### src/ahb_pkg.sv
// AHB-Lite encodings for htrans, hsize, hburst, hprot and hresp
// Phase encoding of the data-memory AHB bridge FSM
package ahb_pkg;

localparam logic [1:0] HTRANS_IDLE   = 2'b00;
localparam logic [1:0] HTRANS_NONSEQ = 2'b10;

localparam logic [2:0] HSIZE_BYTE = 3'b000;
localparam logic [2:0] HSIZE_HALF = 3'b001;
localparam logic [2:0] HSIZE_WORD = 3'b010;

localparam logic [2:0] HBURST_SINGLE = 3'b000;

// Data access, user mode, not bufferable, not cacheable
localparam logic [3:0] HPROT_DATA = 4'b0001;

localparam logic HRESP_OKAY  = 1'b0;
localparam logic HRESP_ERROR = 1'b1;

// Bridge phases
localparam logic [1:0] BR_IDLE = 2'd0;
localparam logic [1:0] BR_ADDR = 2'd1;
localparam logic [1:0] BR_DATA = 2'd2;

endpackage : ahb_pkg

### src/mem_pkg.sv
// Data-memory request types, data widths and address map
// Timer register offsets and the request address union
package mem_pkg;

localparam int DMEM_AW = 32;
localparam int DMEM_DW = 32;

typedef enum logic {
    MEM_CMD_RD = 1'b0,
    MEM_CMD_WR = 1'b1
} mem_cmd_e;

typedef enum logic [1:0] {
    MEM_WIDTH_BYTE = 2'b00,
    MEM_WIDTH_HALF = 2'b01,
    MEM_WIDTH_WORD = 2'b10
} mem_width_e;

typedef enum logic [1:0] {
    MEM_RESP_NOTRDY = 2'b00,
    MEM_RESP_RDY_OK = 2'b01,
    MEM_RESP_RDY_ER = 2'b10
} mem_resp_e;

// Field view of a request address
typedef struct packed {
    logic [21:0] page;
    logic [7:0]  word;
    logic [1:0]  byte_sel;
} dmem_addr_f_t;

typedef union packed {
    logic [DMEM_AW-1:0] flat;  // Bus address
    dmem_addr_f_t       f;     // Page/word/byte fields
} dmem_addr_u;

// ------------------------------------------------------------------
// Address map
// ------------------------------------------------------------------
localparam logic [21:0] TCM_PAGE   = 22'h1200;
localparam int          TCM_WORDS  = 256;
localparam logic [21:0] TIMER_PAGE = 22'h1240;

// Router port ids, NONE means nothing in flight
localparam logic [1:0] ROUTE_AHB   = 2'd0;
localparam logic [1:0] ROUTE_TCM   = 2'd1;
localparam logic [1:0] ROUTE_TIMER = 2'd2;
localparam logic [1:0] ROUTE_NONE  = 2'd3;

// Timer register word offsets
localparam logic [2:0] TMR_CTRL     = 3'd0;  // Bit 0 enable
localparam logic [2:0] TMR_DIV      = 3'd1;  // 10-bit prescaler
localparam logic [2:0] TMR_MTIME_LO = 3'd2;
localparam logic [2:0] TMR_MTIME_HI = 3'd3;
localparam logic [2:0] TMR_CMP_LO   = 3'd4;
localparam logic [2:0] TMR_CMP_HI   = 3'd5;

endpackage : mem_pkg
### src/dmem_if.sv
// Data-memory request interface
// Master and target modports
`timescale 1ns/1ns

interface dmem_if import mem_pkg::*; ();

logic               req;
mem_cmd_e           cmd;
mem_width_e         width;
dmem_addr_u         addr;
logic [DMEM_DW-1:0] wdata;   // Lane aligned
logic               req_ack;
logic [DMEM_DW-1:0] rdata;   // Valid with a ready response
mem_resp_e          resp;

modport master (
    output req, cmd, width, addr, wdata,
    input  req_ack, rdata, resp
);

modport target (
    input  req, cmd, width, addr, wdata,
    output req_ack, rdata, resp
);

endinterface : dmem_if

### src/dmem_ahb.sv
// Data-memory to AHB-Lite bridge
// Three-phase FSM, one single transfer at a time
`timescale 1ns/1ns

module dmem_ahb
    import mem_pkg::*;
    import ahb_pkg::*;
(
    input  logic               clk,
    input  logic               rst_n,
    dmem_if.target             bus,
    // AHB-Lite master
    output logic [3:0]         hprot,
    output logic [2:0]         hburst,
    output logic [2:0]         hsize,
    output logic [1:0]         htrans,
    output logic               hmastlock,
    output logic [DMEM_AW-1:0] haddr,
    output logic               hwrite,
    output logic [DMEM_DW-1:0] hwdata,
    input  logic               hready,
    input  logic [DMEM_DW-1:0] hrdata,
    input  logic               hresp
);

logic [1:0]         state;
logic [1:0]         state_next;
mem_cmd_e           cmd_q;
mem_width_e         width_q;
dmem_addr_u         addr_q;
logic [DMEM_DW-1:0] wdata_q;

// ------------------------------------------------------------------
// FSM
// ------------------------------------------------------------------
always_comb begin
    state_next = state;
    case (state)
        BR_IDLE: if (bus.req) state_next = BR_ADDR;
        BR_ADDR: if (hready) state_next = BR_DATA;
        BR_DATA: if (hready) state_next = BR_IDLE;
        default: state_next = BR_IDLE;
    endcase
end

always_ff @(posedge clk) begin
    if (!rst_n) begin
        state <= BR_IDLE;
    end else begin
        state <= state_next;
    end
end

// Request latch, held until back in IDLE
always_ff @(posedge clk) begin
    if (state == BR_IDLE && bus.req) begin
        cmd_q   <= bus.cmd;
        width_q <= bus.width;
        addr_q  <= bus.addr;
        wdata_q <= bus.wdata;
    end
end

// ------------------------------------------------------------------
// AHB outputs
// ------------------------------------------------------------------
always_comb begin
    case (width_q)
        MEM_WIDTH_BYTE: hsize = HSIZE_BYTE;
        MEM_WIDTH_HALF: hsize = HSIZE_HALF;
        default:        hsize = HSIZE_WORD;
    endcase
end

assign htrans    = (state == BR_ADDR) ? HTRANS_NONSEQ : HTRANS_IDLE;
assign haddr     = addr_q.flat;
assign hwrite    = (cmd_q == MEM_CMD_WR);
assign hwdata    = wdata_q;        // Lane aligned already
assign hprot     = HPROT_DATA;
assign hburst    = HBURST_SINGLE;
assign hmastlock = 1'b0;

// Core side
assign bus.req_ack = (state == BR_IDLE);
assign bus.rdata   = hrdata;

always_comb begin
    if (state == BR_DATA && hready) begin
        bus.resp = (hresp == HRESP_ERROR) ? MEM_RESP_RDY_ER : MEM_RESP_RDY_OK;
    end else begin
        bus.resp = MEM_RESP_NOTRDY;
    end
end

endmodule : dmem_ahb

### src/flat_wrapper.sv
// flat-port wrapper written by rule: the top's interface ports become plain ports
module dmem_ahb_flat import mem_pkg::*; import ahb_pkg::*;
  (clk, rst_n, hprot, hburst, hsize, htrans, hmastlock, haddr, hwrite, hwdata, hready, hrdata, hresp, bus_req, bus_cmd, bus_width, bus_addr, bus_wdata, bus_req_ack, bus_rdata, bus_resp);
  dmem_if bus_i ();
  input  logic clk;
  input  logic rst_n;
  output logic [3:0] hprot;
  output logic [2:0] hburst;
  output logic [2:0] hsize;
  output logic [1:0] htrans;
  output logic hmastlock;
  output logic [DMEM_AW-1:0] haddr;
  output logic hwrite;
  output logic [DMEM_DW-1:0] hwdata;
  input  logic hready;
  input  logic [DMEM_DW-1:0] hrdata;
  input  logic hresp;
  input wire logic [$bits(bus_i.req)-1:0] bus_req;
  input wire logic [$bits(bus_i.cmd)-1:0] bus_cmd;
  input wire logic [$bits(bus_i.width)-1:0] bus_width;
  input wire logic [$bits(bus_i.addr)-1:0] bus_addr;
  input wire logic [$bits(bus_i.wdata)-1:0] bus_wdata;
  output wire logic [$bits(bus_i.req_ack)-1:0] bus_req_ack;
  output wire logic [$bits(bus_i.rdata)-1:0] bus_rdata;
  output wire logic [$bits(bus_i.resp)-1:0] bus_resp;
  assign bus_i.req = bus_req;
  assign bus_i.cmd = bus_cmd;
  assign bus_i.width = bus_width;
  assign bus_i.addr = bus_addr;
  assign bus_i.wdata = bus_wdata;
  assign bus_req_ack = bus_i.req_ack;
  assign bus_rdata = bus_i.rdata;
  assign bus_resp = bus_i.resp;
  dmem_ahb u_core (.clk(clk), .rst_n(rst_n), .bus(bus_i), .hprot(hprot), .hburst(hburst), .hsize(hsize), .htrans(htrans), .hmastlock(hmastlock), .haddr(haddr), .hwrite(hwrite), .hwdata(hwdata), .hready(hready), .hrdata(hrdata), .hresp(hresp));
endmodule
### config.mk
export PLATFORM = sky130hd
export DESIGN_NAME = dmem_ahb_flat
export DESIGN_NICKNAME = d
export VERILOG_FILES = /design/src/ahb_pkg.sv /design/src/mem_pkg.sv /design/src/dmem_if.sv /design/src/dmem_ahb.sv /design/src/flat_wrapper.sv
export SDC_FILE = /design/constraint.sdc
export NUM_CORES = 1
export LEC_CHECK = 0
export BUFFER_PORTS_ARGS = -buffer_cell sky130_fd_sc_hd__clkbuf_2
export CAP_MARGIN = 0
export CORE_AREA = 2 2 85 87
export DETAILED_ROUTE_END_ITERATION = 16
export DIE_AREA = 0 0 87 89
export PLACE_DENSITY = 0.87
export SYNTH_ARGS = -nofsm -noshare
export SYNTH_HDL_FRONTEND = slang
export SYNTH_SLANG_ARGS = --single-unit
### constraint.sdc
create_clock -name clk -period 4.6 [get_ports clk]
set_clock_uncertainty 0.15 [all_clocks]
set_input_delay 0.69 -clock clk [delete_from_list [all_inputs] [get_ports clk]]
set_output_delay 0.69 -clock clk [all_outputs]
set_load 0.1 [all_outputs]
==> reports/results.txt <==
DRC violations left: 0
die span in x: 87 um
r2r startpoint: u_core.state[1]
worst hold path endpoint: u_core.haddr[10]
Top-Level Pins: 217
Routability Congestion: 0.682
row count: 30
quantity of hold-fixing buffers added after cts: 0
setup bufs post-CTS: 0
vias per inst: 4.25
Synth-to-Final Area Change: 28.4%
wire length of the first global-routing pass: 5960 um
total wirelength of the detailed-routed design: 4710 um
IO Port Bufs: 142
final-layout setup total negative slack: 0 ps
final global-route overflow total: 0
hpwl dp: 3560 um
kind of launch point of the worst setup path: input pin
clock tree buffer depth: 2
via count of the first global-routing pass: 1236
period utilisation layout: 50.8%
part of the power in the clock network: 26.4%
number of library cell types mapped by synthesis: 16
relative contribution of sequential cells to total power: 46.9%
Crit Path Class: input pin to output pin
post-layout minimum cycle time: 2340 ps
number of nets in the final layout: 349
routed wirelength normalized by instance count: 14.3 um
switching pwr: 0.000617 W
largest voltage drop on the vdd net: 0.137 mV
pin count of the biggest net entering global routing: 41
Cells after Synth: 126
total die area: 7740 um^2
H-tree level count: 3
portion of the post-synthesis area used by sequential elements: 82.9%
initial antenna violation count: 0
number of antenna-violating nets in the routed design: 0
upper clock frequency limit: 428 MHz
worst min-delay path class: input pin to flip-flop
library cell used as clock root buffer: sky130_fd_sc_hd__clkbuf_8
count of final max-slew check failures: 0
number of max-cap violations: 0
Die Height: 89 um
flip-flop and latch count after synthesis: 69
initial cell density of the core: 36.9%
per-instance average area after synthesis: 19.7 um^2
total power per unit cell area: 505 nW/um^2
Fin. Hold Viols: 0
FF-to-FF setup slack: 2470 ps
number of clock sinks: 69
Tightest Pin Transition: 632 ps
number of setup violations in the final report: 0
count of vias placed by the detailed router: 1404
run status: finished clean
count of antenna diodes in the layout: 0
first-pass detailed-route iteration total: 4
number of buffers created by CTS: 9
Leakage Power: 1.42 nW
Synth Cell Area: 2480 um^2
Worst setup EP type: output pin
setup repair after global routing missed its margin: false
hold path depth: 1
Iter 0 DRT Violations: 39
post-route insts no fill: 330
cts repair resizes: 0
maximum fanout count along the critical path: 2
number of synthesis warnings: 0
launch point of the worst hold path: bus_addr[10]
Clock Pin Slew Worst Setup and Hold Paths: 80 ps
internal power: 0.000989 W
Worst-Skew Late Latency: 330 ps
fraction of final layout cells with drive strength greater than 1: 65.2%
switch share: 38.4%
data arrival time at the worst-slack endpoint: 1500 ps
placeable core region: 6720 um^2
critical path data required time: 3760 ps
Total Routing Usage GR: 10.8%
reg2reg end: u_core.hwdata[2]
combinational cell fraction of total power: 26.7%
clock tree from TritonCTS: done
length in cells of the worst reg-to-reg path: 3
cell total after placement: 314
headroom to the max-slew limit: 57.9%
[state kept, by name (all words and copies together), names as in the netlist]
register	flops
u_core.hwrite	1
u_core.haddr	32
u_core.width_q	2
u_core.state	2
u_core.hwdata	32
[cell type report]
cell class | count | area, um^2
fill | 569 | 3540
clock buffer | 9 | 124
multi-input combinational | 22 | 136
tap | 80 | 100
clock inverter | 7 | 50.0
timing repair buffer | 143 | 718
sequential | 69 | 2050
[critical path: stages]
cell and delay (ps):
sky130_fd_sc_hd__clkbuf_2 90, sky130_fd_sc_hd__and4bb_2 270, sky130_fd_sc_hd__clkbuf_2 450
[power groups by stage]
| stage | clock network (W) | logic, W | registers, W |
|---|---|---|---|
| after floorplan | 0 | 0.000216 | 0.00105 |
| after global placement | 0 | 0.000427 | 0.000766 |
| after detailed placement | 0 | 0.000430 | 0.000768 |
| after CTS | 0.000440 | 0.000431 | 0.000754 |
| after global routing | 0.000465 | 0.000439 | 0.000758 |
| final | 0.000425 | 0.000428 | 0.000754 |
[synthesized netlist by cell type]
cell,n,area (um^2)
sky130_fd_sc_hd__or2b_1,1,7.51
sky130_fd_sc_hd__and4bb_2,1,12.5
sky130_fd_sc_hd__and4bb_1,1,12.5
sky130_fd_sc_hd__and4b_1,1,10.0
sky130_fd_sc_hd__and2_1,1,6.26
sky130_fd_sc_hd__nor2_1,1,3.75
sky130_fd_sc_hd__nor2b_2,1,8.76
sky130_fd_sc_hd__dfxtp_1,2,40.0
sky130_fd_sc_hd__nor2b_1,1,6.26
sky130_fd_sc_hd__nand2b_1,2,12.5
sky130_fd_sc_hd__clkbuf_1,1,3.75
sky130_fd_sc_hd__a31o_1,1,8.76
sky130_fd_sc_hd__conb_1,2,7.51
sky130_fd_sc_hd__buf_4,42,315
sky130_fd_sc_hd__a21oi_2,1,8.76
sky130_fd_sc_hd__edfxtp_1,67,2010
[logic make-up (layout without fill, tap and decap cells)]
| logic type | after synthesis | after routing | share of synthesized area [%] |
|---|---|---|---|
| other | 2 | 10 | 0.303 |
| AO/OA/AOI/OAI | 2 | 2 | 0.708 |
| buffers and inverters | 43 | 159 | 12.9 |
| AND/OR/NAND/NOR | 10 | 10 | 3.23 |
| flip-flops | 69 | 69 | 82.9 |
[per-layer routing]
| layer | wire [um] | track usage [%] | vias to the layer above |
|---|---|---|---|
| met3 | 553 | 5.72 | 20 |
| met4 | 149 | 7.10 | 0 |
| met5 | 0 | 0 | - |
| met2 | 2440 | 18.9 | 105 |
| met1 | 1580 | 9.63 | 638 |
| li1 | - | - | 641 |
[stage by stage]
stage | utilization [%] | area (um^2) | total power, W | setup slack [ps] | hold slack [ps]
3_3_place_gp | 44.7 | 3010 | 0.00119 | 2180 | 443
6_report | 47.3 | 3180 | 0.00161 | 2260 | 372
2_1_floorplan | - | 2510 | 0.00127 | 651 | 416
4_1_cts | 47.3 | 3180 | 0.00163 | 2260 | 355
3_5_place_dp | 44.7 | 3010 | 0.00120 | 2140 | 468
5_1_grt | 47.3 | 3180 | 0.00166 | 2230 | 351
[how the worst max path moves through the flow]
stage                    start  slack (ps)           endpoint
3_3_place_gp           bus_req        2180   u_core.hwdata[8]
4_1_cts                  hresp        2260        bus_resp[0]
3_5_place_dp           bus_req        2140  u_core.hwdata[13]
6_report                 hresp        2260        bus_resp[0]
5_1_grt                  hresp        2230        bus_resp[0]
2_1_floorplan  u_core.state[1]         650    u_core.haddr[0]
[cells in the final DEF (no fill, tap or decap)]
master                     netlist  routed
sky130_fd_sc_hd__clkbuf_2        0     142
sky130_fd_sc_hd__edfxtp_1       67      67
sky130_fd_sc_hd__conb_1          2      10
sky130_fd_sc_hd__clkbuf_8        0       9
sky130_fd_sc_hd__clkinv_4        0       3
sky130_fd_sc_hd__clkinv_2        0       3
sky130_fd_sc_hd__nand2b_1        2       2
sky130_fd_sc_hd__dfxtp_1         2       2
sky130_fd_sc_hd__nor2b_2         1       1
sky130_fd_sc_hd__nor2_1          1       1
sky130_fd_sc_hd__and4bb_2        1       1
sky130_fd_sc_hd__and2_2          0       1
sky130_fd_sc_hd__and4b_1         1       1
sky130_fd_sc_hd__nor2b_1         1       1
sky130_fd_sc_hd__or2b_1          1       1
sky130_fd_sc_hd__a21oi_2         1       1
sky130_fd_sc_hd__and4bb_1        1       1
sky130_fd_sc_hd__a31o_1          1       1
sky130_fd_sc_hd__inv_6           0       1
sky130_fd_sc_hd__buf_4          42       1
Power figures use the tool's default switching activity.
