[config.mk]
export PLATFORM = sky130hd
export DESIGN_NAME = dmem_timer_flat
export DESIGN_NICKNAME = d
export VERILOG_FILES = /design/src/mem_pkg.sv /design/src/dmem_if.sv /design/src/dmem_timer.sv /design/src/flat_wrapper.sv
export SDC_FILE = /design/constraint.sdc
export NUM_CORES = 1
export LEC_CHECK = 0
export ABC_AREA = 1
export BUFFER_PORTS_ARGS = -buffer_cell sky130_fd_sc_hd__buf_2
export CAP_MARGIN = 5
export CORE_ASPECT_RATIO = 0.8
export CORE_MARGIN = 3
export CORE_UTILIZATION = 52
export CTS_BUF_LIST = sky130_fd_sc_hd__clkbuf_4
export CTS_CLUSTER_DIAMETER = 100
export CTS_CLUSTER_SIZE = 30
export DETAILED_ROUTE_END_ITERATION = 8
export PLACE_DENSITY = 0.71
export SLEW_MARGIN = 20
export SYNTH_ARGS = -nofsm -noshare
export SYNTH_HDL_FRONTEND = slang
export SYNTH_SLANG_ARGS = --single-unit
[constraint.sdc]
create_clock -name clk -period 1.9 [get_ports clk]
set_input_delay 0.475 -clock clk [delete_from_list [all_inputs] [get_ports clk]]
set_output_delay 0.475 -clock clk [all_outputs]
set_load 0.1 [all_outputs]
[src/mem_pkg.sv]
// Data-memory request types, data widths and address map
// Timer register offsets and the request address union
package mem_pkg;

localparam int DMEM_AW = 32;
localparam int DMEM_DW = 32;

typedef enum logic {
    MEM_CMD_RD = 1'b0,
    MEM_CMD_WR = 1'b1
} mem_cmd_e;

typedef enum logic [1:0] {
    MEM_WIDTH_BYTE = 2'b00,
    MEM_WIDTH_HALF = 2'b01,
    MEM_WIDTH_WORD = 2'b10
} mem_width_e;

typedef enum logic [1:0] {
    MEM_RESP_NOTRDY = 2'b00,
    MEM_RESP_RDY_OK = 2'b01,
    MEM_RESP_RDY_ER = 2'b10
} mem_resp_e;

// Field view of a request address
typedef struct packed {
    logic [21:0] page;
    logic [7:0]  word;
    logic [1:0]  byte_sel;
} dmem_addr_f_t;

typedef union packed {
    logic [DMEM_AW-1:0] flat;  // Bus address
    dmem_addr_f_t       f;     // Page/word/byte fields
} dmem_addr_u;

// ------------------------------------------------------------------
// Address map
// ------------------------------------------------------------------
localparam logic [21:0] TCM_PAGE   = 22'h1200;
localparam int          TCM_WORDS  = 256;
localparam logic [21:0] TIMER_PAGE = 22'h1240;

// Router port ids, NONE means nothing in flight
localparam logic [1:0] ROUTE_AHB   = 2'd0;
localparam logic [1:0] ROUTE_TCM   = 2'd1;
localparam logic [1:0] ROUTE_TIMER = 2'd2;
localparam logic [1:0] ROUTE_NONE  = 2'd3;

// Timer register word offsets
localparam logic [2:0] TMR_CTRL     = 3'd0;  // Bit 0 enable
localparam logic [2:0] TMR_DIV      = 3'd1;  // 10-bit prescaler
localparam logic [2:0] TMR_MTIME_LO = 3'd2;
localparam logic [2:0] TMR_MTIME_HI = 3'd3;
localparam logic [2:0] TMR_CMP_LO   = 3'd4;
localparam logic [2:0] TMR_CMP_HI   = 3'd5;

endpackage : mem_pkg
[src/dmem_if.sv]
// Data-memory request interface
// Master and target modports
`timescale 1ns/1ns

interface dmem_if import mem_pkg::*; ();

logic               req;
mem_cmd_e           cmd;
mem_width_e         width;
dmem_addr_u         addr;
logic [DMEM_DW-1:0] wdata;   // Lane aligned
logic               req_ack;
logic [DMEM_DW-1:0] rdata;   // Valid with a ready response
mem_resp_e          resp;

modport master (
    output req, cmd, width, addr, wdata,
    input  req_ack, rdata, resp
);

modport target (
    input  req, cmd, width, addr, wdata,
    output req_ack, rdata, resp
);

endinterface : dmem_if

[src/dmem_timer.sv]
// Memory-mapped machine timer
// Prescaled 64-bit mtime, compare register and interrupt output
`timescale 1ns/1ns

module dmem_timer import mem_pkg::*; (
    input  logic   clk,
    input  logic   rst_n,
    dmem_if.target bus,
    output logic   timer_irq
);

logic               enable;
logic [9:0]         div;
logic [9:0]         presc;
logic [63:0]        mtime;
logic [63:0]        mtimecmp;
logic [2:0]         offs;
logic               accept;
logic               bad;      // Unknown offset or narrow write
logic               wr_ok;
logic [DMEM_DW-1:0] rdata_d;
logic [DMEM_DW-1:0] rdata_q;
mem_resp_e          resp_q;
logic               irq_q;

assign bus.req_ack = 1'b1;
assign accept      = bus.req;
assign offs        = bus.addr.f.word[2:0];

// ------------------------------------------------------------------
// Register decode
// ------------------------------------------------------------------
always_comb begin
    bad     = 1'b0;
    rdata_d = '0;
    case (offs)
        TMR_CTRL:     rdata_d = {31'd0, enable};
        TMR_DIV:      rdata_d = {22'd0, div};
        TMR_MTIME_LO: rdata_d = mtime[31:0];
        TMR_MTIME_HI: rdata_d = mtime[63:32];
        TMR_CMP_LO:   rdata_d = mtimecmp[31:0];
        TMR_CMP_HI:   rdata_d = mtimecmp[63:32];
        default:      bad = 1'b1;
    endcase
    if (bus.cmd == MEM_CMD_WR && bus.width != MEM_WIDTH_WORD)
        bad = 1'b1;
end

assign wr_ok = accept && (bus.cmd == MEM_CMD_WR) && !bad;

always_ff @(posedge clk) begin
    if (!rst_n) begin
        enable   <= 1'b0;
        div      <= '0;
        presc    <= '0;
        mtime    <= '0;
        mtimecmp <= '0;
    end else begin
        if (enable) begin
            if (presc == div) begin
                presc <= '0;
                mtime <= mtime + 64'd1;
            end else begin
                presc <= presc + 10'd1;
            end
        end
        // Software writes win over the tick
        if (wr_ok) begin
            case (offs)
                TMR_CTRL: enable <= bus.wdata[0];
                TMR_DIV: begin
                    div   <= bus.wdata[9:0];
                    presc <= '0;          // Restart the prescale period
                end
                TMR_MTIME_LO: mtime[31:0]     <= bus.wdata;
                TMR_MTIME_HI: mtime[63:32]    <= bus.wdata;
                TMR_CMP_LO:   mtimecmp[31:0]  <= bus.wdata;
                TMR_CMP_HI:   mtimecmp[63:32] <= bus.wdata;
                default: ;
            endcase
        end
    end
end

// Response and interrupt
always_ff @(posedge clk) begin
    if (!rst_n) begin
        resp_q <= MEM_RESP_NOTRDY;
        irq_q  <= 1'b0;
    end else begin
        resp_q <= !accept ? MEM_RESP_NOTRDY : (bad ? MEM_RESP_RDY_ER : MEM_RESP_RDY_OK);
        irq_q  <= enable && (mtime >= mtimecmp);
    end
end

always_ff @(posedge clk) begin
    if (accept)
        rdata_q <= rdata_d;
end

assign bus.rdata = rdata_q;
assign bus.resp  = resp_q;
assign timer_irq = irq_q;

endmodule : dmem_timer

[src/flat_wrapper.sv]
// flat-port wrapper written by rule: the top's interface ports become plain ports
module dmem_timer_flat import mem_pkg::*;
  (clk, rst_n, timer_irq, bus_req, bus_cmd, bus_width, bus_addr, bus_wdata, bus_req_ack, bus_rdata, bus_resp);
  dmem_if bus_i ();
  input  logic clk;
  input  logic rst_n;
  output logic timer_irq;
  input wire logic [$bits(bus_i.req)-1:0] bus_req;
  input wire logic [$bits(bus_i.cmd)-1:0] bus_cmd;
  input wire logic [$bits(bus_i.width)-1:0] bus_width;
  input wire logic [$bits(bus_i.addr)-1:0] bus_addr;
  input wire logic [$bits(bus_i.wdata)-1:0] bus_wdata;
  output wire logic [$bits(bus_i.req_ack)-1:0] bus_req_ack;
  output wire logic [$bits(bus_i.rdata)-1:0] bus_rdata;
  output wire logic [$bits(bus_i.resp)-1:0] bus_resp;
  assign bus_i.req = bus_req;
  assign bus_i.cmd = bus_cmd;
  assign bus_i.width = bus_width;
  assign bus_i.addr = bus_addr;
  assign bus_i.wdata = bus_wdata;
  assign bus_req_ack = bus_i.req_ack;
  assign bus_rdata = bus_i.rdata;
  assign bus_resp = bus_i.resp;
  dmem_timer u_core (.clk(clk), .rst_n(rst_n), .bus(bus_i), .timer_irq(timer_irq));
endmodule
==> results of run 1 <==
==> cell usage after synthesis (all sizes together) <==
cell type,count
a221oi,8
and3b,1
dfxtp,152
nor2,138
nand3b,22
ha,66
edfxtp,32
o21bai,3
or2,2
nand4,64
o211ai,2
a21oi,174
inv,290
a21boi,1
o22ai,10
and3,1
nor3,20
o21ai,114
nand2,325
nor3b,5
a22oi,22
o21a,2
xor2,7
clkbuf,48
conb,1
xnor2,2
buf,20
nand3,113
o221ai,24
==> layout by cell type (no fill, tap or decap), types with 8 or more instances in the layout <==
cell type	n
nand2_1	276
inv_1	268
buf_4	242
a21oi_1	173
dfxtp_1	101
o21ai_0	100
nand3_1	91
nor2_1	81
nand4_1	64
ha_1	60
buf_2	46
nand2_2	39
edfxtp_1	32
dfxtp_2	32
nor2_4	31
clkbuf_4	31
nor2_2	26
o221ai_1	24
a22oi_1	22
nand3b_1	22
buf_6	21
inv_2	19
dfxtp_4	19
nand3_2	18
buf_12	17
o21ai_1	11
nor3_1	10
o22ai_1	10
nand2_4	10
a221oi_1	8
==> final timing paths <==
kind,from,endpoint,slack [ns],cells after the start
max reg2reg,u_core.mtime[1],u_core.timer_irq,-0.05,14
min reg2reg,u_core.div[8],u_core.div[8],0.51,2
max,u_core.mtime[1],u_core.timer_irq,-0.05,14
min,bus_wdata[5],u_core.div[5],0.13,3
==> layer usage <==
layer / track usage (%) / vias to the layer above / wire, microns
met2: 48.9 / 709 / 18500
met3: 8.93 / 63 / 5140
li1: - / 6175 / -
met1: 52.3 / 6079 / 19400
met4: 6.73 / 0 / 651
met5: 0 / - / 0
==> power breakdown <==
part / switching (mW) / internal, mW
Clock: 1.47 / 0.936
Combinational: 0.834 / 0.382
Sequential: 0.0448 / 4.01
Total: 2.35 / 5.33
==> sequential cells by signal (all words and copies together), names as in the netlist <==
name              flops
u_core.div           10
u_core.mtime         64
u_core.enable         1
u_core.bus.rdata     32
u_core.timer_irq      1
u_core.bus.resp       2
u_core.presc         10
u_core.mtimecmp      64
==> cell families (layout without fill, tap and decap cells) <==
kind of cell,Yosys count,count (layout),synth area share (%)
AOI/OAI and AO/OA,360,360,17.7
xor gates and xnor gates,9,9,0.693
adders and majority gates,66,66,7.26
buffers and inverters,358,669,12.1
DFF,184,184,35.2
other,1,5,0.0330
and+or+nand+nor,691,691,27.1
==> worst register-to-register path: stages (launching register included) <==
cell and delay, ns:
dfxtp_4 0.39, buf_4 0.15, ha_1 0.37, inv_1 0.07, o21bai_1 0.17, nand2_1 0.07
nand2_1 0.11, nand2_1 0.07, nand2_1 0.06, nand2_1 0.06, nand2_1 0.07, nand2_1 0.05
nand2_1 0.06, nand2_1 0.05, a21oi_1 0.13
==> timing repair <==
item | CTS | global route
setup buffers | 7 | 23
gates resized for setup | 80 | 243
cloned | 0 | 9
pin swaps | 6 | 72
endpoints found under the setup margin | 65 | 84
==> final cells by class <==
cell class                 instances  area (sq um)
tap                              269           337
fill                            1735          5610
timing repair buffer             347          2910
clock buffer                      18           135
multi-input combinational       1127          6730
sequential                       184          4120
antenna                            4          10.0
clock inverter                    14           171
inverter                         290          1100
==> stage by stage <==
stage,std cells,total power [mW]
global route,2252,7.94
detailed placement,2179,5.25
finish,2253,7.68
floorplan,1669,4.80
CTS,2218,7.62
global placement,2179,5.24
==> metrics.txt, run 1 <==
status complete, but fails checks; failing checks setup timing; total gr overflow 0; vias in the first global route 11,200; die footprint 23,700 sq um; Ports 106; Final Max Slew Viols 0; 1st-pass router iterations 6; f_max 513 MHz; biggest fanout along the worst timing path 3; Max Cap Viol 0; sequential area share after synthesis 35.2%; Placed Area 13,800 sq um; drt total wl 43,600 microns; DRC Markers 0; flop and latch count out of synthesis 184; Reg clk slew, reported paths 0.17 ns; number of cells produced by synthesis 1,669; Mapped Area 11,400 sq um; synthesized area per cell 6.82 sq um; Core Rows 47; Synth top area share 26.7%; min cycle time layout 1.95 ns; Area growth syn-to-layout 36.3%; kind of critical path reg -> reg; final core utilization 73.4%; area leader, netlist dfxtp_1; Die Height 138 microns; Worst-Margin Slew 0.574 ns; setup ws final -0.0497 ns; Crit path top cell by count nand2_1; clk_lat worst skew 0.63 ns; period utilization 103%; syn nets 1,805; Starting Density 53.9%; Yosys warning total 0; vias per cell 5.78; Routed Antenna Nets 0; Die X 171 microns; GPL Wtd Cong 1.00; post-synth cell types 39; fin area 15,500 sq um; CP Capture Type flop; clk_skew 0.0306 ns; share of cells above drive strength 1 30.4%; final hold violations 0; max_slew headroom 61.3%; hold_ws 0.134 ns; maximum vdd drop 537 uV; Avg WL per Cell 19.4 microns; Core ar. 21,100 sq um; WP buf/inv 2; max incr delay on CP 0.39 ns; DPL Wire Length 32,400 microns; total track usage 34.3%; Port Buffers 75; HP Class in -> reg; CTS tree yes; slowest stage cell, crit path dfxtp_4; net count reported at finish 2,103; 1st-iter DRT viols 1,675; Post-CTS Hold Fix Bufs 0; largest net degree at the start of global routing 64; pre-CTS WS -0.287 ns; H-tree depth 4; LEAKAGE 7.27 nW; Startpoint Class flop; Vias 13,000; critical path arrival 2.51 ns; synth top area cells dfxtp_1 (27%), nand2_1 (11%), inv_1 (9.2%), edfxtp_1 (8.4%), a21oi_1 (7.7%); first-pass GRT wire length 63,200 microns; Top Family by Delay on Critical Path simple AND/OR/NAND/NOR gates; RSZ-0062 raised after global routing yes; endpoints failing setup 11; Setup TNS Final -0.255 ns; clk sinks 184; TritonCTS Buffers 17; P per Cell Area 495 nW/um^2; Root Buffer Master clkbuf_4; initial antenna violation count 2; Max Buffers Root-to-Sink 2; critical path cell sequence buf_4 -> ha_1 -> inv_1 -> o21bai_1 -> nand2_1 -> nand2_1 -> nand2_1 -> nand2_1 -> nand2_1 -> nand2_1 -> nand2_1 -> nand2_1 -> nand2_1 -> a21oi_1; Req. time, crit path 2.46 ns
(Power assumes the default switching activity.)
==> run 2: changes to the inputs <==
==> constraint.sdc (replaced) <==
create_clock -name clk -period 1.9 [get_ports clk]
set_input_delay 0.475 -clock clk [delete_from_list [all_inputs] [get_ports clk]]
set_output_delay 0.475 -clock clk [all_outputs]
set_load 0.005 [all_outputs]
==> run 2 against run 1 <==
Effect of this change:
- the flow still finishes with violations (setup timing)
- via count up 0.16%
- routed wire length decreased by 0.61%
- fmax up 1.4%
- worst setup slack better by 0.027 ns
- total power shrank 3.3%
- combinational power down 20%
- critical path depth fell by 5
- core utilization down 0.42 points
- register-to-register slack gained 0.03 ns
- global-route usage hardly changed
- cell count unchanged
- final area is 0.57% lower
- highest routed layer unchanged
==> metrics.txt, run 2 (same netlist as run 1, synthesis figures left out) <==
DPL Wire Length 32,400 microns; HP Class in -> reg; Root Buffer Master clkbuf_4; Final Max Slew Viols 0; max incr delay on CP 0.51 ns; Area growth syn-to-layout 35.5%; 1st-iter DRT viols 1,603; Setup TNS Final -0.110 ns; final hold violations 0; r2r setup slk -0.02 ns; 1st-pass router iterations 6; Die X 171 microns; cell count of the worst hold path 3; slowest stage cell, crit path dfxtp_1; RSZ-0062 raised after global routing yes; f_max 520 MHz; Max Cap Viol 0; H-tree depth 4; Worst-Margin Slew 0.615 ns; clk_skew 0.0293 ns; CP Capture Type flop; status complete, but fails checks; kind of critical path reg -> reg; Startpoint Class flop; Core Rows 47; CTS tree yes; largest net degree at the start of global routing 64; most frequent cells in the layout nand2_1 (280), inv_1 (268), buf_4 (225); period utilization 101%; vias in the first global route 11,200; capturing point of the worst reg2reg path u_core.mtime[59]; initial antenna violation count 2; Routed Antenna Nets 0; min cycle time layout 1.92 ns; Die Height 138 microns; total track usage 34.3%; critical path cell sequence nand2_1 -> nor2_1 -> nand2_1 -> nor3_1 -> nand3_1 -> nand2_1 -> nand3_2 -> nand2_1 -> inv_1; setup ws final -0.0228 ns; LEAKAGE 7.28 nW; die footprint 23,700 sq um; Placed Area 13,800 sq um; clk sinks 184; share of cells above drive strength 1 30.3%; GPL Wtd Cong 1.00; Placed Instances 2,179; pre-CTS WS -0.287 ns; first-pass GRT wire length 63,100 microns; P per Cell Area 481 nW/um^2; endpoints failing setup 9; clk_lat worst skew 0.61 ns; Crit path top cell by count nand2_1; Max Buffers Root-to-Sink 2; Core ar. 21,100 sq um; min-delay src bus_wdata[7]; Critical Path Start u_core.mtime[43]; total gr overflow 0; final instance count without filler cells 2,253; failing checks setup timing; vias per cell 5.79; biggest fanout along the worst timing path 7; Avg WL per Cell 19.2 microns; maximum vdd drop 542 uV; Reg clk slew, reported paths 0.16 ns; max_slew headroom 58.6%; Port Buffers 75; commonest non-fill, non-tap cell in the layout nand2_1; net count reported at finish 2,103; WHS Endpoint u_core.div[7]; drt total wl 43,400 microns; Post-CTS Hold Fix Bufs 0; Vias 13,000; worst reg2reg startpoint u_core.mtime[43]; Req. time, crit path 2.42 ns; Ports 106; fin area 15,400 sq um; critical path arrival 2.44 ns; Reg2Reg Depth 9; TritonCTS Buffers 17; DRC Markers 0; Starting Density 53.9%
run 2: cell types whose count changed in the layout (fill, tap and decap cells not counted), sizes merged:
cell | before | now
buf | 328 | 341
clkbuf | 37 | 24
run 2: layer usage:
layer,GRT usage [%],wire (microns)
met1,52.3,19500
met2,48.8,18300
met3,8.93,4930
met4,6.73,564
met5,0,0
run 2: final cells by class:
| type | count | area, sq um |
|---|---|---|
| tap | 269 | 337 |
| antenna | 4 | 10.0 |
| multi-input combinational | 1127 | 6710 |
| clock buffer | 18 | 135 |
| inverter | 290 | 1100 |
| fill | 1731 | 5690 |
| clock inverter | 14 | 171 |
| sequential | 184 | 4110 |
| timing repair buffer | 347 | 2850 |
run 2: timing repair:
action	in CTS	in global routing
endpoints found under the hold margin	0	0
pin swaps	5	71
resized for setup	60	230
setup buffers	6	24
cloned	0	9
setup endpoints to repair	49	71
run 2: worst max-delay path by stage:
stage	end	slack (ns)	cells after the start
2_1_floorplan	u_core.mtime[52]	0.12	12
3_3_place_gp	u_core.mtime[58]	-0.25	13
3_5_place_dp	u_core.mtime[58]	-0.29	13
4_1_cts	u_core.mtime[59]	0.0008	14
5_1_grt	u_core.mtime[59]	-0.10	13
6_report	u_core.mtime[59]	-0.02	9
run 2: critical path, delay by kind of cell (launching register included):
family	cells	cell delay, ns
simple gates	8	1.29
flops	1	0.51
buf+inv	1	0.04
run 2: metrics by stage:
stage	hold slack, ns	utilization (%)	total power [mW]
after global routing	0.130	73.0	7.70
after floorplan	0.457	-	4.58
final	0.143	73.0	7.42
after CTS	0.0957	67.7	7.39
after detailed placement	0.492	65.2	5.03
after global placement	0.480	65.2	5.01
run 2: where the power goes:
part	switching, mW	internal, mW	total, mW
combinational	0.610	0.368	0.978
sequential	0.0433	4.01	4.05
clock	1.45	0.936	2.39
