$ cat config.mk
export PLATFORM = sky130hd
export DESIGN_NAME = dmem_router_flat
export DESIGN_NICKNAME = d
export VERILOG_FILES = /design/src/mem_pkg.sv /design/src/dmem_if.sv /design/src/dmem_router.sv /design/src/flat_wrapper.sv
export SDC_FILE = /design/constraint.sdc
export NUM_CORES = 1
export LEC_CHECK = 0
export BUFFER_PORTS_ARGS = -buffer_cell sky130_fd_sc_hd__buf_2
export CAP_MARGIN = 20
export CORE_AREA = 2 2 161 163
export CTS_CLUSTER_SIZE = 30
export DETAILED_ROUTE_END_ITERATION = 8
export DIE_AREA = 0 0 163 165
export PLACE_DENSITY = 0.42
export SYNTH_ARGS = -nofsm -noshare
export SYNTH_HDL_FRONTEND = slang
export SYNTH_SLANG_ARGS = --single-unit
$ cat constraint.sdc
create_clock -name clk -period 3.8 [get_ports clk]
set_input_delay 0.19 -clock clk [delete_from_list [all_inputs] [get_ports clk]]
set_output_delay 0.19 -clock clk [all_outputs]
set_load 0.005 [all_outputs]
$ cat src/mem_pkg.sv
// Data-memory request types, data widths and address map
// Timer register offsets and the request address union
package mem_pkg;

localparam int DMEM_AW = 32;
localparam int DMEM_DW = 32;

typedef enum logic {
    MEM_CMD_RD = 1'b0,
    MEM_CMD_WR = 1'b1
} mem_cmd_e;

typedef enum logic [1:0] {
    MEM_WIDTH_BYTE = 2'b00,
    MEM_WIDTH_HALF = 2'b01,
    MEM_WIDTH_WORD = 2'b10
} mem_width_e;

typedef enum logic [1:0] {
    MEM_RESP_NOTRDY = 2'b00,
    MEM_RESP_RDY_OK = 2'b01,
    MEM_RESP_RDY_ER = 2'b10
} mem_resp_e;

// Field view of a request address
typedef struct packed {
    logic [21:0] page;
    logic [7:0]  word;
    logic [1:0]  byte_sel;
} dmem_addr_f_t;

typedef union packed {
    logic [DMEM_AW-1:0] flat;  // Bus address
    dmem_addr_f_t       f;     // Page/word/byte fields
} dmem_addr_u;

// ------------------------------------------------------------------
// Address map
// ------------------------------------------------------------------
localparam logic [21:0] TCM_PAGE   = 22'h1200;
localparam int          TCM_WORDS  = 256;
localparam logic [21:0] TIMER_PAGE = 22'h1240;

// Router port ids, NONE means nothing in flight
localparam logic [1:0] ROUTE_AHB   = 2'd0;
localparam logic [1:0] ROUTE_TCM   = 2'd1;
localparam logic [1:0] ROUTE_TIMER = 2'd2;
localparam logic [1:0] ROUTE_NONE  = 2'd3;

// Timer register word offsets
localparam logic [2:0] TMR_CTRL     = 3'd0;  // Bit 0 enable
localparam logic [2:0] TMR_DIV      = 3'd1;  // 10-bit prescaler
localparam logic [2:0] TMR_MTIME_LO = 3'd2;
localparam logic [2:0] TMR_MTIME_HI = 3'd3;
localparam logic [2:0] TMR_CMP_LO   = 3'd4;
localparam logic [2:0] TMR_CMP_HI   = 3'd5;

endpackage : mem_pkg
$ cat src/dmem_if.sv
// Data-memory request interface
// Master and target modports
`timescale 1ns/1ns

interface dmem_if import mem_pkg::*; ();

logic               req;
mem_cmd_e           cmd;
mem_width_e         width;
dmem_addr_u         addr;
logic [DMEM_DW-1:0] wdata;   // Lane aligned
logic               req_ack;
logic [DMEM_DW-1:0] rdata;   // Valid with a ready response
mem_resp_e          resp;

modport master (
    output req, cmd, width, addr, wdata,
    input  req_ack, rdata, resp
);

modport target (
    input  req, cmd, width, addr, wdata,
    output req_ack, rdata, resp
);

endinterface : dmem_if

$ cat src/dmem_router.sv
// Data-memory router
// Decodes the request page and steers the response back from one of three targets
`timescale 1ns/1ns

module dmem_router import mem_pkg::*; (
    input  logic               clk,
    input  logic               rst_n,
    // Core side
    input  logic               dmem_req,
    input  mem_cmd_e           dmem_cmd,
    input  mem_width_e         dmem_width,
    input  logic [DMEM_AW-1:0] dmem_addr,
    input  logic [DMEM_DW-1:0] dmem_wdata,
    output logic               dmem_req_ack,
    output logic [DMEM_DW-1:0] dmem_rdata,
    output mem_resp_e          dmem_resp,
    // Targets
    dmem_if.master             tcm_port,
    dmem_if.master             timer_port,
    dmem_if.master             ahb_port
);

dmem_addr_u core_addr;
logic [1:0] sel_port;     // Decoded target of the current request
logic [1:0] fl_port;      // Target of the request in flight
logic       sel_ack;
logic       resp_done;
logic       can_accept;

assign core_addr = dmem_addr;

// ------------------------------------------------------------------
// Address decode
// ------------------------------------------------------------------
always_comb begin
    if (core_addr.f.page == TCM_PAGE) begin
        sel_port = ROUTE_TCM;
    end else if (core_addr.f.page == TIMER_PAGE) begin
        sel_port = ROUTE_TIMER;
    end else begin
        sel_port = ROUTE_AHB;   // Everything else goes external
    end
end

always_comb begin
    case (sel_port)
        ROUTE_TCM:   sel_ack = tcm_port.req_ack;
        ROUTE_TIMER: sel_ack = timer_port.req_ack;
        default:     sel_ack = ahb_port.req_ack;
    endcase
end

// Response from the port in flight only
always_comb begin
    case (fl_port)
        ROUTE_TCM: begin
            dmem_resp  = tcm_port.resp;
            dmem_rdata = tcm_port.rdata;
        end
        ROUTE_TIMER: begin
            dmem_resp  = timer_port.resp;
            dmem_rdata = timer_port.rdata;
        end
        ROUTE_AHB: begin
            dmem_resp  = ahb_port.resp;
            dmem_rdata = ahb_port.rdata;
        end
        default: begin
            dmem_resp  = MEM_RESP_NOTRDY;
            dmem_rdata = '0;
        end
    endcase
end

assign resp_done    = (dmem_resp != MEM_RESP_NOTRDY);
assign can_accept   = (fl_port == ROUTE_NONE) || resp_done;  // Next may go in the response cycle
assign dmem_req_ack = can_accept & sel_ack;

// ------------------------------------------------------------------
// Request fan-out
// ------------------------------------------------------------------
assign tcm_port.req   = dmem_req & can_accept & (sel_port == ROUTE_TCM);
assign timer_port.req = dmem_req & can_accept & (sel_port == ROUTE_TIMER);
assign ahb_port.req   = dmem_req & can_accept & (sel_port == ROUTE_AHB);

assign tcm_port.cmd     = dmem_cmd;
assign tcm_port.width   = dmem_width;
assign tcm_port.addr    = core_addr;
assign tcm_port.wdata   = dmem_wdata;
assign timer_port.cmd   = dmem_cmd;
assign timer_port.width = dmem_width;
assign timer_port.addr  = core_addr;
assign timer_port.wdata = dmem_wdata;
assign ahb_port.cmd     = dmem_cmd;
assign ahb_port.width   = dmem_width;
assign ahb_port.addr    = core_addr;
assign ahb_port.wdata   = dmem_wdata;

// In-flight tracking
always_ff @(posedge clk) begin
    if (!rst_n) begin
        fl_port <= ROUTE_NONE;
    end else if (dmem_req & dmem_req_ack) begin
        fl_port <= sel_port;
    end else if (resp_done) begin
        fl_port <= ROUTE_NONE;
    end
end

endmodule : dmem_router

$ cat src/flat_wrapper.sv
// flat-port wrapper written by rule: the top's interface ports become plain ports
module dmem_router_flat import mem_pkg::*;
  (clk, rst_n, dmem_req, dmem_cmd, dmem_width, dmem_addr, dmem_wdata, dmem_req_ack, dmem_rdata, dmem_resp, tcm_port_req, tcm_port_cmd, tcm_port_width, tcm_port_addr, tcm_port_wdata, tcm_port_req_ack, tcm_port_rdata, tcm_port_resp, timer_port_req, timer_port_cmd, timer_port_width, timer_port_addr, timer_port_wdata, timer_port_req_ack, timer_port_rdata, timer_port_resp, ahb_port_req, ahb_port_cmd, ahb_port_width, ahb_port_addr, ahb_port_wdata, ahb_port_req_ack, ahb_port_rdata, ahb_port_resp);
  dmem_if tcm_port_i ();
  dmem_if timer_port_i ();
  dmem_if ahb_port_i ();
  input  logic clk;
  input  logic rst_n;
  input  logic dmem_req;
  input  mem_cmd_e dmem_cmd;
  input  mem_width_e dmem_width;
  input  logic [DMEM_AW-1:0] dmem_addr;
  input  logic [DMEM_DW-1:0] dmem_wdata;
  output logic dmem_req_ack;
  output logic [DMEM_DW-1:0] dmem_rdata;
  output mem_resp_e dmem_resp;
  output wire logic [$bits(tcm_port_i.req)-1:0] tcm_port_req;
  output wire logic [$bits(tcm_port_i.cmd)-1:0] tcm_port_cmd;
  output wire logic [$bits(tcm_port_i.width)-1:0] tcm_port_width;
  output wire logic [$bits(tcm_port_i.addr)-1:0] tcm_port_addr;
  output wire logic [$bits(tcm_port_i.wdata)-1:0] tcm_port_wdata;
  input wire logic [$bits(tcm_port_i.req_ack)-1:0] tcm_port_req_ack;
  input wire logic [$bits(tcm_port_i.rdata)-1:0] tcm_port_rdata;
  input wire logic [$bits(tcm_port_i.resp)-1:0] tcm_port_resp;
  output wire logic [$bits(timer_port_i.req)-1:0] timer_port_req;
  output wire logic [$bits(timer_port_i.cmd)-1:0] timer_port_cmd;
  output wire logic [$bits(timer_port_i.width)-1:0] timer_port_width;
  output wire logic [$bits(timer_port_i.addr)-1:0] timer_port_addr;
  output wire logic [$bits(timer_port_i.wdata)-1:0] timer_port_wdata;
  input wire logic [$bits(timer_port_i.req_ack)-1:0] timer_port_req_ack;
  input wire logic [$bits(timer_port_i.rdata)-1:0] timer_port_rdata;
  input wire logic [$bits(timer_port_i.resp)-1:0] timer_port_resp;
  output wire logic [$bits(ahb_port_i.req)-1:0] ahb_port_req;
  output wire logic [$bits(ahb_port_i.cmd)-1:0] ahb_port_cmd;
  output wire logic [$bits(ahb_port_i.width)-1:0] ahb_port_width;
  output wire logic [$bits(ahb_port_i.addr)-1:0] ahb_port_addr;
  output wire logic [$bits(ahb_port_i.wdata)-1:0] ahb_port_wdata;
  input wire logic [$bits(ahb_port_i.req_ack)-1:0] ahb_port_req_ack;
  input wire logic [$bits(ahb_port_i.rdata)-1:0] ahb_port_rdata;
  input wire logic [$bits(ahb_port_i.resp)-1:0] ahb_port_resp;
  assign tcm_port_req = tcm_port_i.req;
  assign tcm_port_cmd = tcm_port_i.cmd;
  assign tcm_port_width = tcm_port_i.width;
  assign tcm_port_addr = tcm_port_i.addr;
  assign tcm_port_wdata = tcm_port_i.wdata;
  assign tcm_port_i.req_ack = tcm_port_req_ack;
  assign tcm_port_i.rdata = tcm_port_rdata;
  assign tcm_port_i.resp = tcm_port_resp;
  assign timer_port_req = timer_port_i.req;
  assign timer_port_cmd = timer_port_i.cmd;
  assign timer_port_width = timer_port_i.width;
  assign timer_port_addr = timer_port_i.addr;
  assign timer_port_wdata = timer_port_i.wdata;
  assign timer_port_i.req_ack = timer_port_req_ack;
  assign timer_port_i.rdata = timer_port_rdata;
  assign timer_port_i.resp = timer_port_resp;
  assign ahb_port_req = ahb_port_i.req;
  assign ahb_port_cmd = ahb_port_i.cmd;
  assign ahb_port_width = ahb_port_i.width;
  assign ahb_port_addr = ahb_port_i.addr;
  assign ahb_port_wdata = ahb_port_i.wdata;
  assign ahb_port_i.req_ack = ahb_port_req_ack;
  assign ahb_port_i.rdata = ahb_port_rdata;
  assign ahb_port_i.resp = ahb_port_resp;
  dmem_router u_core (.clk(clk), .rst_n(rst_n), .dmem_req(dmem_req), .dmem_cmd(dmem_cmd), .dmem_width(dmem_width), .dmem_addr(dmem_addr), .dmem_wdata(dmem_wdata), .dmem_req_ack(dmem_req_ack), .dmem_rdata(dmem_rdata), .dmem_resp(dmem_resp), .tcm_port(tcm_port_i), .timer_port(timer_port_i), .ahb_port(ahb_port_i));
endmodule
==> metrics.txt, run 1 <==
Placed Cells=707; Largest regs=u_core.fl_port (2); number of vias per cell=3.07; routed len/inst=13.1 microns; skew final=0.000616 ns; Final Util=10.5%; Mean Syn Cell Area=7.06 sq um; Cell variety after synth=30; Initial DRC Count=71; final hold vios=0; PostCTS Resize Cnt=0; Layout area overhead=5.11%; Netlist Area Pre-Place=2500 sq um; critical path arrival=2.17 ns; row count=58; most frequent cell after synthesis=buf_4; leakage power=1.50 nW; Slew Limit Fails=0; global-route wire length before repair=12100 microns; Crit Path Category=register to output port; clk sinks=2; R2R Setup Slk=1.71 ns; post-synth top area cell=buf_4; drt first pass iters=4; Port-buffer cells=233; GR Overflow Total=0; Clock transition at path regs=0.03 ns; WL final=9310 microns; status=completed; worst slew pin tran=0.908 ns; Max Cap Viol=0; final setup vio count=0; power density over the cells=156 nW/um^2; cts bufs inserted=3; crit-path max FO=23; I/O pin total=414; Starting Density=9.98%; total core area=25000 sq um; Die Ht=165 microns; dpl hpwl=8090 microns; Synth area leaders=buf_4, mux2i_1, o21ai_0, nand2_1, dfxtp_1; Max Root-Sink Buffers=2; FF-to-FF path depth=5; Die Width=163 microns; Req. time, crit path=3.61 ns; RSZ-0062 raised after global routing=no; Setup crit end kind=output port; Non-Filler Instances=710; Post-synth ARST share=0%; Syn Inst Count=354; Via Count=2182; Hold Path Class=input port to register; Net Count, Synth=529; Seq/Total Area, Yosys=1.60%; Seq cells post-synth=2; min-delay src=rst_n; initial antenna violation count=1; post-synth top area share=60.4%; fin nets=557; Largest Register=u_core.fl_port; max_slew headroom=38.6%; top cells by count, synth=buf_4, nand2_1, mux2i_1, o21ai_0, clkbuf_1; Peak supply drop=87.9 uV; CTS H-tree depth=1; total power=0.410 mW; reg2reg end=u_core.fl_port[1]$_SDFFE_PN1P_; crit start category=register; hold depth=2; Detail Route Antenna Nets=0; max reg flops=2; R2R Path Start=u_core.fl_port[1]$_SDFFE_PN1P_; Fin Setup TNS=0 ns; number of global-route vias before repair=1932; Yosys warnings=0; post-CTS setup buffer count=0; largest net degree at the start of global routing=29; Hold Path End=u_core.fl_port[1]$_SDFFE_PN1P_; post-route minimum period=2.36 ns; GPL Wtd Cong=0.638; Post-synth EDFFs=0; FMAX=423 MHz; antenna cell count=0; Remaining DRCs=0; CTS tree=done; total track usage=6.04%; most used flip-flop cell after synthesis=dfxtp_1; share of layout cells above drive strength 1=64.5%; worst skew pair latency=0.22 ns; full die area=26900 sq um; fin crit share=62.2%; CTS root buf=clkbuf_16; Post-CTS Hold Buffers=0
[power by group]
| part | internal, mW | switching, mW | total (mW) |
|---|---|---|---|
| logic | 0.120 | 0.0992 | 0.219 |
| clock network | 0.134 | 0.0237 | 0.158 |
| registers | 0.0226 | 0.0105 | 0.0331 |
[critical path, stage by stage, from the launching register on]
cell and delay, ns:
dfxtp_2 0.72, buf_4 0.48, mux2i_1 0.13, o2bb2ai_1 0.32
o22a_1 0.19, buf_2 0.11
[layout make-up]
type / count / area (sq um)
Timing Repair Buffer: 236 / 1190
Inverter: 1 / 3.75
Fill cell: 2960 / 22400
Multi-Input combinational cell: 138 / 903
Sequential cell: 2 / 42.5
Clock buffer: 3 / 75.1
Tap cell: 330 / 413
[how the worst max path moves through the flow]
stage | startpoint | endpoint | slack [ns] | depth (start not counted)
finish | u_core.fl_port[1]$_SDFFE_PN1P_ | dmem_req_ack | 1.44 | 5
global route | u_core.fl_port[1]$_SDFFE_PN1P_ | dmem_req_ack | 1.23 | 5
CTS | u_core.fl_port[1]$_SDFFE_PN1P_ | dmem_req_ack | 1.34 | 5
detailed placement | dmem_addr[20] | dmem_req_ack | 1.45 | 6
global placement | dmem_addr[20] | dmem_req_ack | 1.46 | 6
floorplan | u_core.fl_port[1]$_SDFFE_PN1P_ | tcm_port_req | 2.28 | 4
[per-stage QoR]
stage	hold slack [ns]	cell area, sq um	setup WS, ns
after global routing	0.246	2630	1.23
after floorplan	0.279	2500	2.28
after detailed placement	0.380	2550	1.45
after CTS	0.233	2630	1.34
after global placement	0.380	2550	1.46
final	0.236	2630	1.44
[placed cells by master (no fill, tap or decap), types with 2 or more instances in the layout]
cell	Yosys	routed
nor2_1	3	3
o21ai_0	34	34
nor2b_1	4	3
buf_4	201	3
nand2_1	37	37
nor4_1	3	3
mux2i_1	35	35
clkbuf_16	0	3
buf_2	4	233
nor4b_1	4	4
dfxtp_2	0	2
[layer usage]
layer  vias up  GRT usage, %  routed length, microns
li1       1020             -                       -
met1       895          5.54                    2780
met2       205          10.8                    4660
met3        60          2.79                    1320
met4         2          3.90                     535
met5         -             0                      13
[cell families (layout without fill, tap and decap cells)]
family / after synthesis / in the layout / share of synthesized area [%]
mux: 35 / 35 / 14.0
compound gates: 44 / 44 / 10.2
simple gates: 59 / 59 / 11.6
flops: 2 / 2 / 1.60
buf+inv: 214 / 240 / 62.5
Power figures use the tool's default switching activity.
==> run 2: changes to the inputs <==
ABC_AREA = 1   (was not set)
CORE_AREA = 2 2 159 161   (was 2 2 161 163)
DIE_AREA = 0 0 161 163   (was 0 0 163 165)
PLACE_DENSITY = 0.44   (was 0.42)
clock period = 1.9 ns   (was 3.8 ns; I/O delays follow)
==> metrics.txt, run 2 <==
leakage power=1.49 nW (was 1.50 nW); Clock transition at path regs=0.03 ns (about the same); slowest CP cell=dfxtp_2 (unchanged); largest net degree at the start of global routing=24 (was 29); share of layout cells above drive strength 1=57.3% (was 64.5%); M1 GR Usage=7.30% (was 5.54%); most frequent cell after synthesis=buf_4 (unchanged); most used flip-flop cell after synthesis=dfxtp_1 (unchanged); cts bufs inserted=3 (unchanged); worst skew pair latency=0.22 ns (about the same); met3 global-route usage=3.85% (was 2.79%); top cells by count, synth=buf_4, nand2_1, nand3_1, nor2_1, buf_1 (was buf_4, nand2_1, mux2i_1, o21ai_0, clkbuf_1); Fin Setup TNS=0 ns (unchanged); Mean Syn Cell Area=5.92 sq um (was 7.06 sq um); skew final=0.00114 ns (was 0.000616 ns); routed len/inst=12.5 microns (was 13.1 microns); Slew Limit Fails=0 (unchanged); Max Root-Sink Buffers=2 (unchanged); Worst Path Buf+Inv=2 (unchanged); R2R Path Start=u_core.fl_port[0]$_SDFFE_PN1P_ (was u_core.fl_port[1]$_SDFFE_PN1P_); Largest regs=u_core.fl_port (2) (unchanged); initial antenna violation count=3 (was 1); fin nets=627 (was 557); Initial DRC Count=82 (was 71); Pint=0.571 mW (was 0.277 mW); row count=58 (unchanged); total core area=24700 sq um (was 25000 sq um); Netlist Area Pre-Place=2460 sq um (was 2500 sq um); post-route minimum period=1.69 ns; clk sinks=2 (unchanged); most common cell after layout, fill and taps aside=buf_2 (unchanged); min-delay src=rst_n (unchanged); Seq/Total Area, Yosys=1.63% (was 1.60%); dpl hpwl=8520 microns (was 8090 microns); Starting Density=9.95% (was 9.98%); worst path cell trace=nor2_4, nand2_1, nand3_2, nor2_2, a21boi_4, inv_2, nor2_1, buf_2 (was buf_4, mux2i_1, o2bb2ai_1, o22a_1, buf_2); Critical Path Max Stage Delay=0.34 ns (was 0.72 ns); final hold slack=0.0430 ns (was 0.236 ns); FF-to-FF path depth=9 (was 5); post-synth top area cell=buf_4 (unchanged); Hold Path Class=input port to register (unchanged); crit-path max FO=7 (was 23); max reg flops=2 (unchanged); placed instance area=2550 sq um (about the same); Setup crit end kind=output port (unchanged); Syn Inst Count=415 (was 354); Port-buffer cells=233 (unchanged); number of global-route vias before repair=2086 (was 1932); sequential share of power=6.0% (was 8.1%); Hold Path End=u_core.fl_port[0]$_SDFFE_PN1P_ (was u_core.fl_port[1]$_SDFFE_PN1P_); max_slew headroom=79.9% (was 38.6%); critical path arrival=1.59 ns (was 2.17 ns); net switching power of the design=0.323 mW (was 0.133 mW); Die Ht=163 microns (was 165 microns); R2R Setup Slk=0.53 ns (was 1.71 ns); total track usage=6.59% (was 6.04%); GR Layer Usage met2=9.91% (was 10.8%); full die area=26200 sq um (was 26900 sq um); Design Area, Final=2660 sq um (was 2630 sq um); Post-synth EDFFs=0 (unchanged); status=completed (unchanged); Top delay family on crit path=simple AND/OR/NAND/NOR gates (was flip-flops); Layout area overhead=8.10% (was 5.11%); crit start category=register (unchanged); most frequent cells in the layout=buf_2, nand2_1, nand3_1 (was buf_2, nand2_1, mux2i_1); Die Width=161 microns (was 163 microns); Detail Route Antenna Nets=0 (unchanged); drt first pass iters=4 (unchanged); Seq cells post-synth=2 (unchanged); Yosys warnings=0 (unchanged); I/O pin total=414 (unchanged); RSZ-0062 raised after global routing=no (unchanged); clock network power share=35.4% (was 38.4%); WL final=9820 microns (was 9310 microns); GPL Wtd Cong=0.664 (was 0.638); Largest Register=u_core.fl_port (unchanged); reg2reg end=u_core.fl_port[1]$_SDFFE_PN1P_ (unchanged); Max Cap Viol=0 (unchanged); CP Depth=8 (was 5); Sw Share=36.1% (was 32.5%); final hold vios=0 (unchanged); hold depth=2 (unchanged); Cell variety after synth=18 (was 30); CTS H-tree depth=1 (unchanged); Final Util=10.8% (was 10.5%); Crit Path Category=register to output port (unchanged); CTS tree=done (unchanged); Net Count, Synth=590 (was 529); FMAX=592 MHz; Remaining DRCs=0 (unchanged); Synth area leaders=buf_4, nand2_1, nand3_1, nor2_1, dfxtp_1 (was buf_4, mux2i_1, o21ai_0, nand2_1, dfxtp_1); Via Count=2382 (was 2182); final setup vio count=0 (unchanged); worst slew pin tran=0.299 ns (was 0.908 ns); GR Overflow Total=0 (unchanged); fin crit share=88.8%; Post-synth ARST share=0% (unchanged); Comb power frac=58.6% (was 53.5%); global-route wire length before repair=12700 microns (was 12100 microns); power density over the cells=337 nW/um^2 (was 156 nW/um^2); Req. time, crit path=1.80 ns (was 3.61 ns); CTS root buf=clkbuf_16 (unchanged); Most Crowded Layer GR=met2 (unchanged); post-synth top area share=61.4% (was 60.4%); Peak supply drop=134 uV (was 87.9 uV); number of vias per cell=3.04 (was 3.07)
-- run 2: stage by stage --
step / power, mW / setup slack, ns / instances
2_1_floorplan: 0.553 / 0.588 / 415
3_3_place_gp: 0.580 / 0.151 / 775
3_5_place_dp: 0.580 / 0.182 / 775
4_1_cts: 0.908 / 0.0241 / 778
5_1_grt: 0.964 / 0.0586 / 781
6_report: 0.895 / 0.212 / 783
-- run 2: kinds of logic after synthesis --
logic type,synth area share [%]
AO/OA/AOI/OAI,1.02
AND/OR/NAND/NOR,33.3
buffers and inverters,64.0
flip-flops,1.63
-- run 2: power by group through the flow --
stage	clock (mW)	sequential (mW)	combinational, mW
after floorplan	0	0.0519	0.501
after global placement	0	0.0538	0.526
after detailed placement	0	0.0537	0.527
after CTS	0.323	0.0540	0.531
after global routing	0.327	0.0548	0.582
final	0.317	0.0539	0.524
-- run 2: metal layers --
metal | share of wire (%) | wire length [microns]
met1 | 38 | 3710
met2 | 43 | 4180
met3 | 15 | 1430
met4 | 5.0 | 494
met5 | 0 | 0
-- run 2: repair_timing --
item	in CTS	in global routing
setup buffers	0	2
pin swaps	0	1
resized for setup	2	1
hold buffers	0	0
endpoints found under the hold margin	0	0
setup endpoints to repair	1	2
-- run 2: worst max-delay path by stage --
stage                                   start                              to
3_5_place_dp   u_core.fl_port[0]$_SDFFE_PN1P_                  timer_port_req
6_report       u_core.fl_port[0]$_SDFFE_PN1P_                    tcm_port_req
3_3_place_gp   u_core.fl_port[0]$_SDFFE_PN1P_                  timer_port_req
4_1_cts        u_core.fl_port[0]$_SDFFE_PN1P_                  timer_port_req
5_1_grt        u_core.fl_port[0]$_SDFFE_PN1P_                    tcm_port_req
2_1_floorplan  u_core.fl_port[0]$_SDFFE_PN1P_  u_core.fl_port[0]$_SDFFE_PN1P_
-- run 2: cell type report --
type / count / area, sq um
repair buffers: 242 / 1230
fillers: 2926 / 22000
inverters: 8 / 30.0
clock buffers: 3 / 75.1
diodes: 3 / 7.51
flip-flops and latches: 2 / 42.5
multi-input cells: 195 / 853
well taps: 330 / 413
==> run 3: changes to the inputs <==
BUFFER_PORTS_ARGS = -buffer_cell sky130_fd_sc_hd__buf_4   (was -buffer_cell sky130_fd_sc_hd__buf_2)
==> metrics.txt, run 3 (same netlist as run 2, synthesis figures left out) <==
Max Cap Viol=0 (unchanged); full die area=26200 sq um (unchanged); Non-Filler Instances=778 (was 783); footprint of the multi-input gates=848 sq um (was 853 sq um); FMAX=584 MHz (was 592 MHz); Remaining DRCs=0 (unchanged); Req. time, crit path=1.80 ns (about the same); Post-CTS Hold Buffers=0 (unchanged); hold depth=2 (unchanged); worst slew pin tran=0.309 ns (was 0.299 ns); total track usage=6.90% (was 6.59%); Placed Cells=774 (was 775); global-route wire length before repair=13500 microns (was 12700 microns); M1 GR Usage=7.52% (was 7.30%); routed len/inst=13.1 microns (was 12.5 microns); Final Util=13.0% (was 10.8%); I/O pin total=414 (unchanged); row count=58 (unchanged); max_slew headroom=79.2% (was 79.9%); Die Ht=163 microns (unchanged); setup ws final=0.188 ns (was 0.212 ns); Clock transition at path regs=0.03 ns (about the same); CTS root buf=clkbuf_16 (unchanged); total core area=24700 sq um (unchanged); min-delay src=rst_n (unchanged); Hold Path Class=input port to register (unchanged); Pint=0.716 mW (was 0.571 mW); cts bufs inserted=3 (unchanged); Crit Path Category=register to output port (unchanged); register area=42.5 sq um (unchanged); Slew Limit Fails=0 (unchanged); sequential share of power=5.2% (was 6.0%); net switching power of the design=0.329 mW (was 0.323 mW); RSZ-0062 raised after global routing=no (unchanged); crit-path max FO=5 (was 7); clock network power share=30.1% (was 35.4%); R2R Path Start=u_core.fl_port[0]$_SDFFE_PN1P_ (unchanged); Largest regs=u_core.fl_port (2) (unchanged); drt first pass iters=4 (unchanged); clk sinks=2 (unchanged); GR Overflow Total=0 (unchanged); Hold Path End=u_core.fl_port[1]$_SDFFE_PN1P_ (was u_core.fl_port[0]$_SDFFE_PN1P_); Sw Share=31.5% (was 36.1%); max reg flops=2 (unchanged); final hold vios=0 (unchanged); total power=1.04 mW (was 0.895 mW); Port-buffer cells=233 (unchanged); Max Root-Sink Buffers=2 (unchanged); largest net degree at the start of global routing=24 (unchanged); antenna cell count=0 (was 3); critical path arrival=1.62 ns (was 1.59 ns); number of vias per cell=3.06 (was 3.04); CTS tree=done (unchanged); worst skew pair latency=0.22 ns (about the same); Detail Route Antenna Nets=0 (unchanged); number of global-route vias before repair=2190 (was 2086); Via Count=2381 (was 2382); Die Width=161 microns (unchanged); most frequent cells in the layout=buf_4, nand2_1, nand3_1 (was buf_2, nand2_1, nand3_1); final setup vio count=0 (unchanged); leakage power=1.65 nW (was 1.49 nW); crit start category=register (unchanged); Setup crit end kind=output port (unchanged); FF-to-FF path depth=9 (unchanged); CTS H-tree depth=1 (unchanged); Comb power frac=64.7% (was 58.6%); Design Area, Final=3210 sq um (was 2660 sq um); fin nets=625 (was 627); Starting Density=9.95% (unchanged); share of layout cells above drive strength 1=56.9% (was 57.3%); post-route minimum period=1.71 ns (was 1.69 ns); Setup WS pre-CTS=0.273 ns (was 0.182 ns); skew final=0.000950 ns (was 0.00114 ns); most common cell after layout, fill and taps aside=buf_4 (was buf_2); Peak supply drop=161 uV (was 134 uV); met3 global-route usage=4.15% (was 3.85%); power density over the cells=325 nW/um^2 (was 337 nW/um^2); fill count=2920 (was 2926); GPL Wtd Cong=0.647 (was 0.664); placed instance area=3130 sq um (was 2550 sq um); status=completed (unchanged); reg2reg end=u_core.fl_port[0]$_SDFFE_PN1P_ (was u_core.fl_port[1]$_SDFFE_PN1P_); Most Crowded Layer GR=met2 (unchanged); GR Layer Usage met2=10.7% (was 9.91%); WL final=10200 microns (was 9820 microns); fin crit share=90.1% (was 88.8%); Layout area overhead=30.7% (was 8.10%); Initial DRC Count=78 (was 82); final hold slack=0.0431 ns (was 0.0430 ns); initial antenna violation count=0 (was 3); Fin Setup TNS=0 ns (unchanged); R2R Setup Slk=0.52 ns (was 0.53 ns); Largest Register=u_core.fl_port (unchanged); dpl hpwl=8840 microns (was 8520 microns)
## run 3: cell count changes in the layout (fill, tap and decap cells not counted), sizes merged
cell	before	now
diode	3	0
buf	242	240
## run 3: per-layer routing
metal | wire, microns | part of all wire [%]
met5 | 0 | 0
met4 | 427 | 4.2
met1 | 3710 | 36
met3 | 1580 | 15
met2 | 4490 | 44
## run 3: layout make-up
cell class	count	area share, %
Multi-Input combinational cell	195	26.4
Inverter	8	0.935
Timing Repair Buffer	240	56.1
Tap cell	330	12.9
Sequential cell	2	1.33
Clock buffer	3	2.34
## run 3: timing repair
item,CTS,global route
hold endpoints to repair,0,0
buffers inserted,0,1
endpoints found under the setup margin,0,3
resized for setup,0,2
## run 3: critical path, stage by stage, from the launching register on
cell,delay (ns)
dfxtp_2,0.39
inv_2,0.07
nor2_4,0.16
nand2_1,0.09
nand3_2,0.08
nor2_2,0.07
a21boi_4,0.17
inv_2,0.07
nor3_1,0.15
buf_4,0.15
## run 3: worst max-delay path by stage
| stage | to | depth (start not counted) | slack (ns) | startpoint |
|---|---|---|---|---|
| 5_1_grt | timer_port_req | 9 | 0.005 | u_core.fl_port[0]$_SDFFE_PN1P_ |
| 2_1_floorplan | u_core.fl_port[0]$_SDFFE_PN1P_ | 9 | 0.59 | u_core.fl_port[0]$_SDFFE_PN1P_ |
| 3_5_place_dp | timer_port_req | 9 | 0.27 | u_core.fl_port[0]$_SDFFE_PN1P_ |
| 6_report | timer_port_req | 9 | 0.19 | u_core.fl_port[0]$_SDFFE_PN1P_ |
| 3_3_place_gp | timer_port_req | 9 | 0.32 | u_core.fl_port[0]$_SDFFE_PN1P_ |
| 4_1_cts | timer_port_req | 9 | 0.02 | u_core.fl_port[0]$_SDFFE_PN1P_ |
## run 3: power by group through the flow
| stage | Clock (mW) | Sequential [mW] | Combinational, mW |
|---|---|---|---|
| 2_1_floorplan | 0 | 0.0519 | 0.501 |
| 3_3_place_gp | 0 | 0.0538 | 0.687 |
| 3_5_place_dp | 0 | 0.0540 | 0.686 |
| 4_1_cts | 0.319 | 0.0535 | 0.690 |
| 5_1_grt | 0.325 | 0.0548 | 0.740 |
| 6_report | 0.315 | 0.0543 | 0.676 |
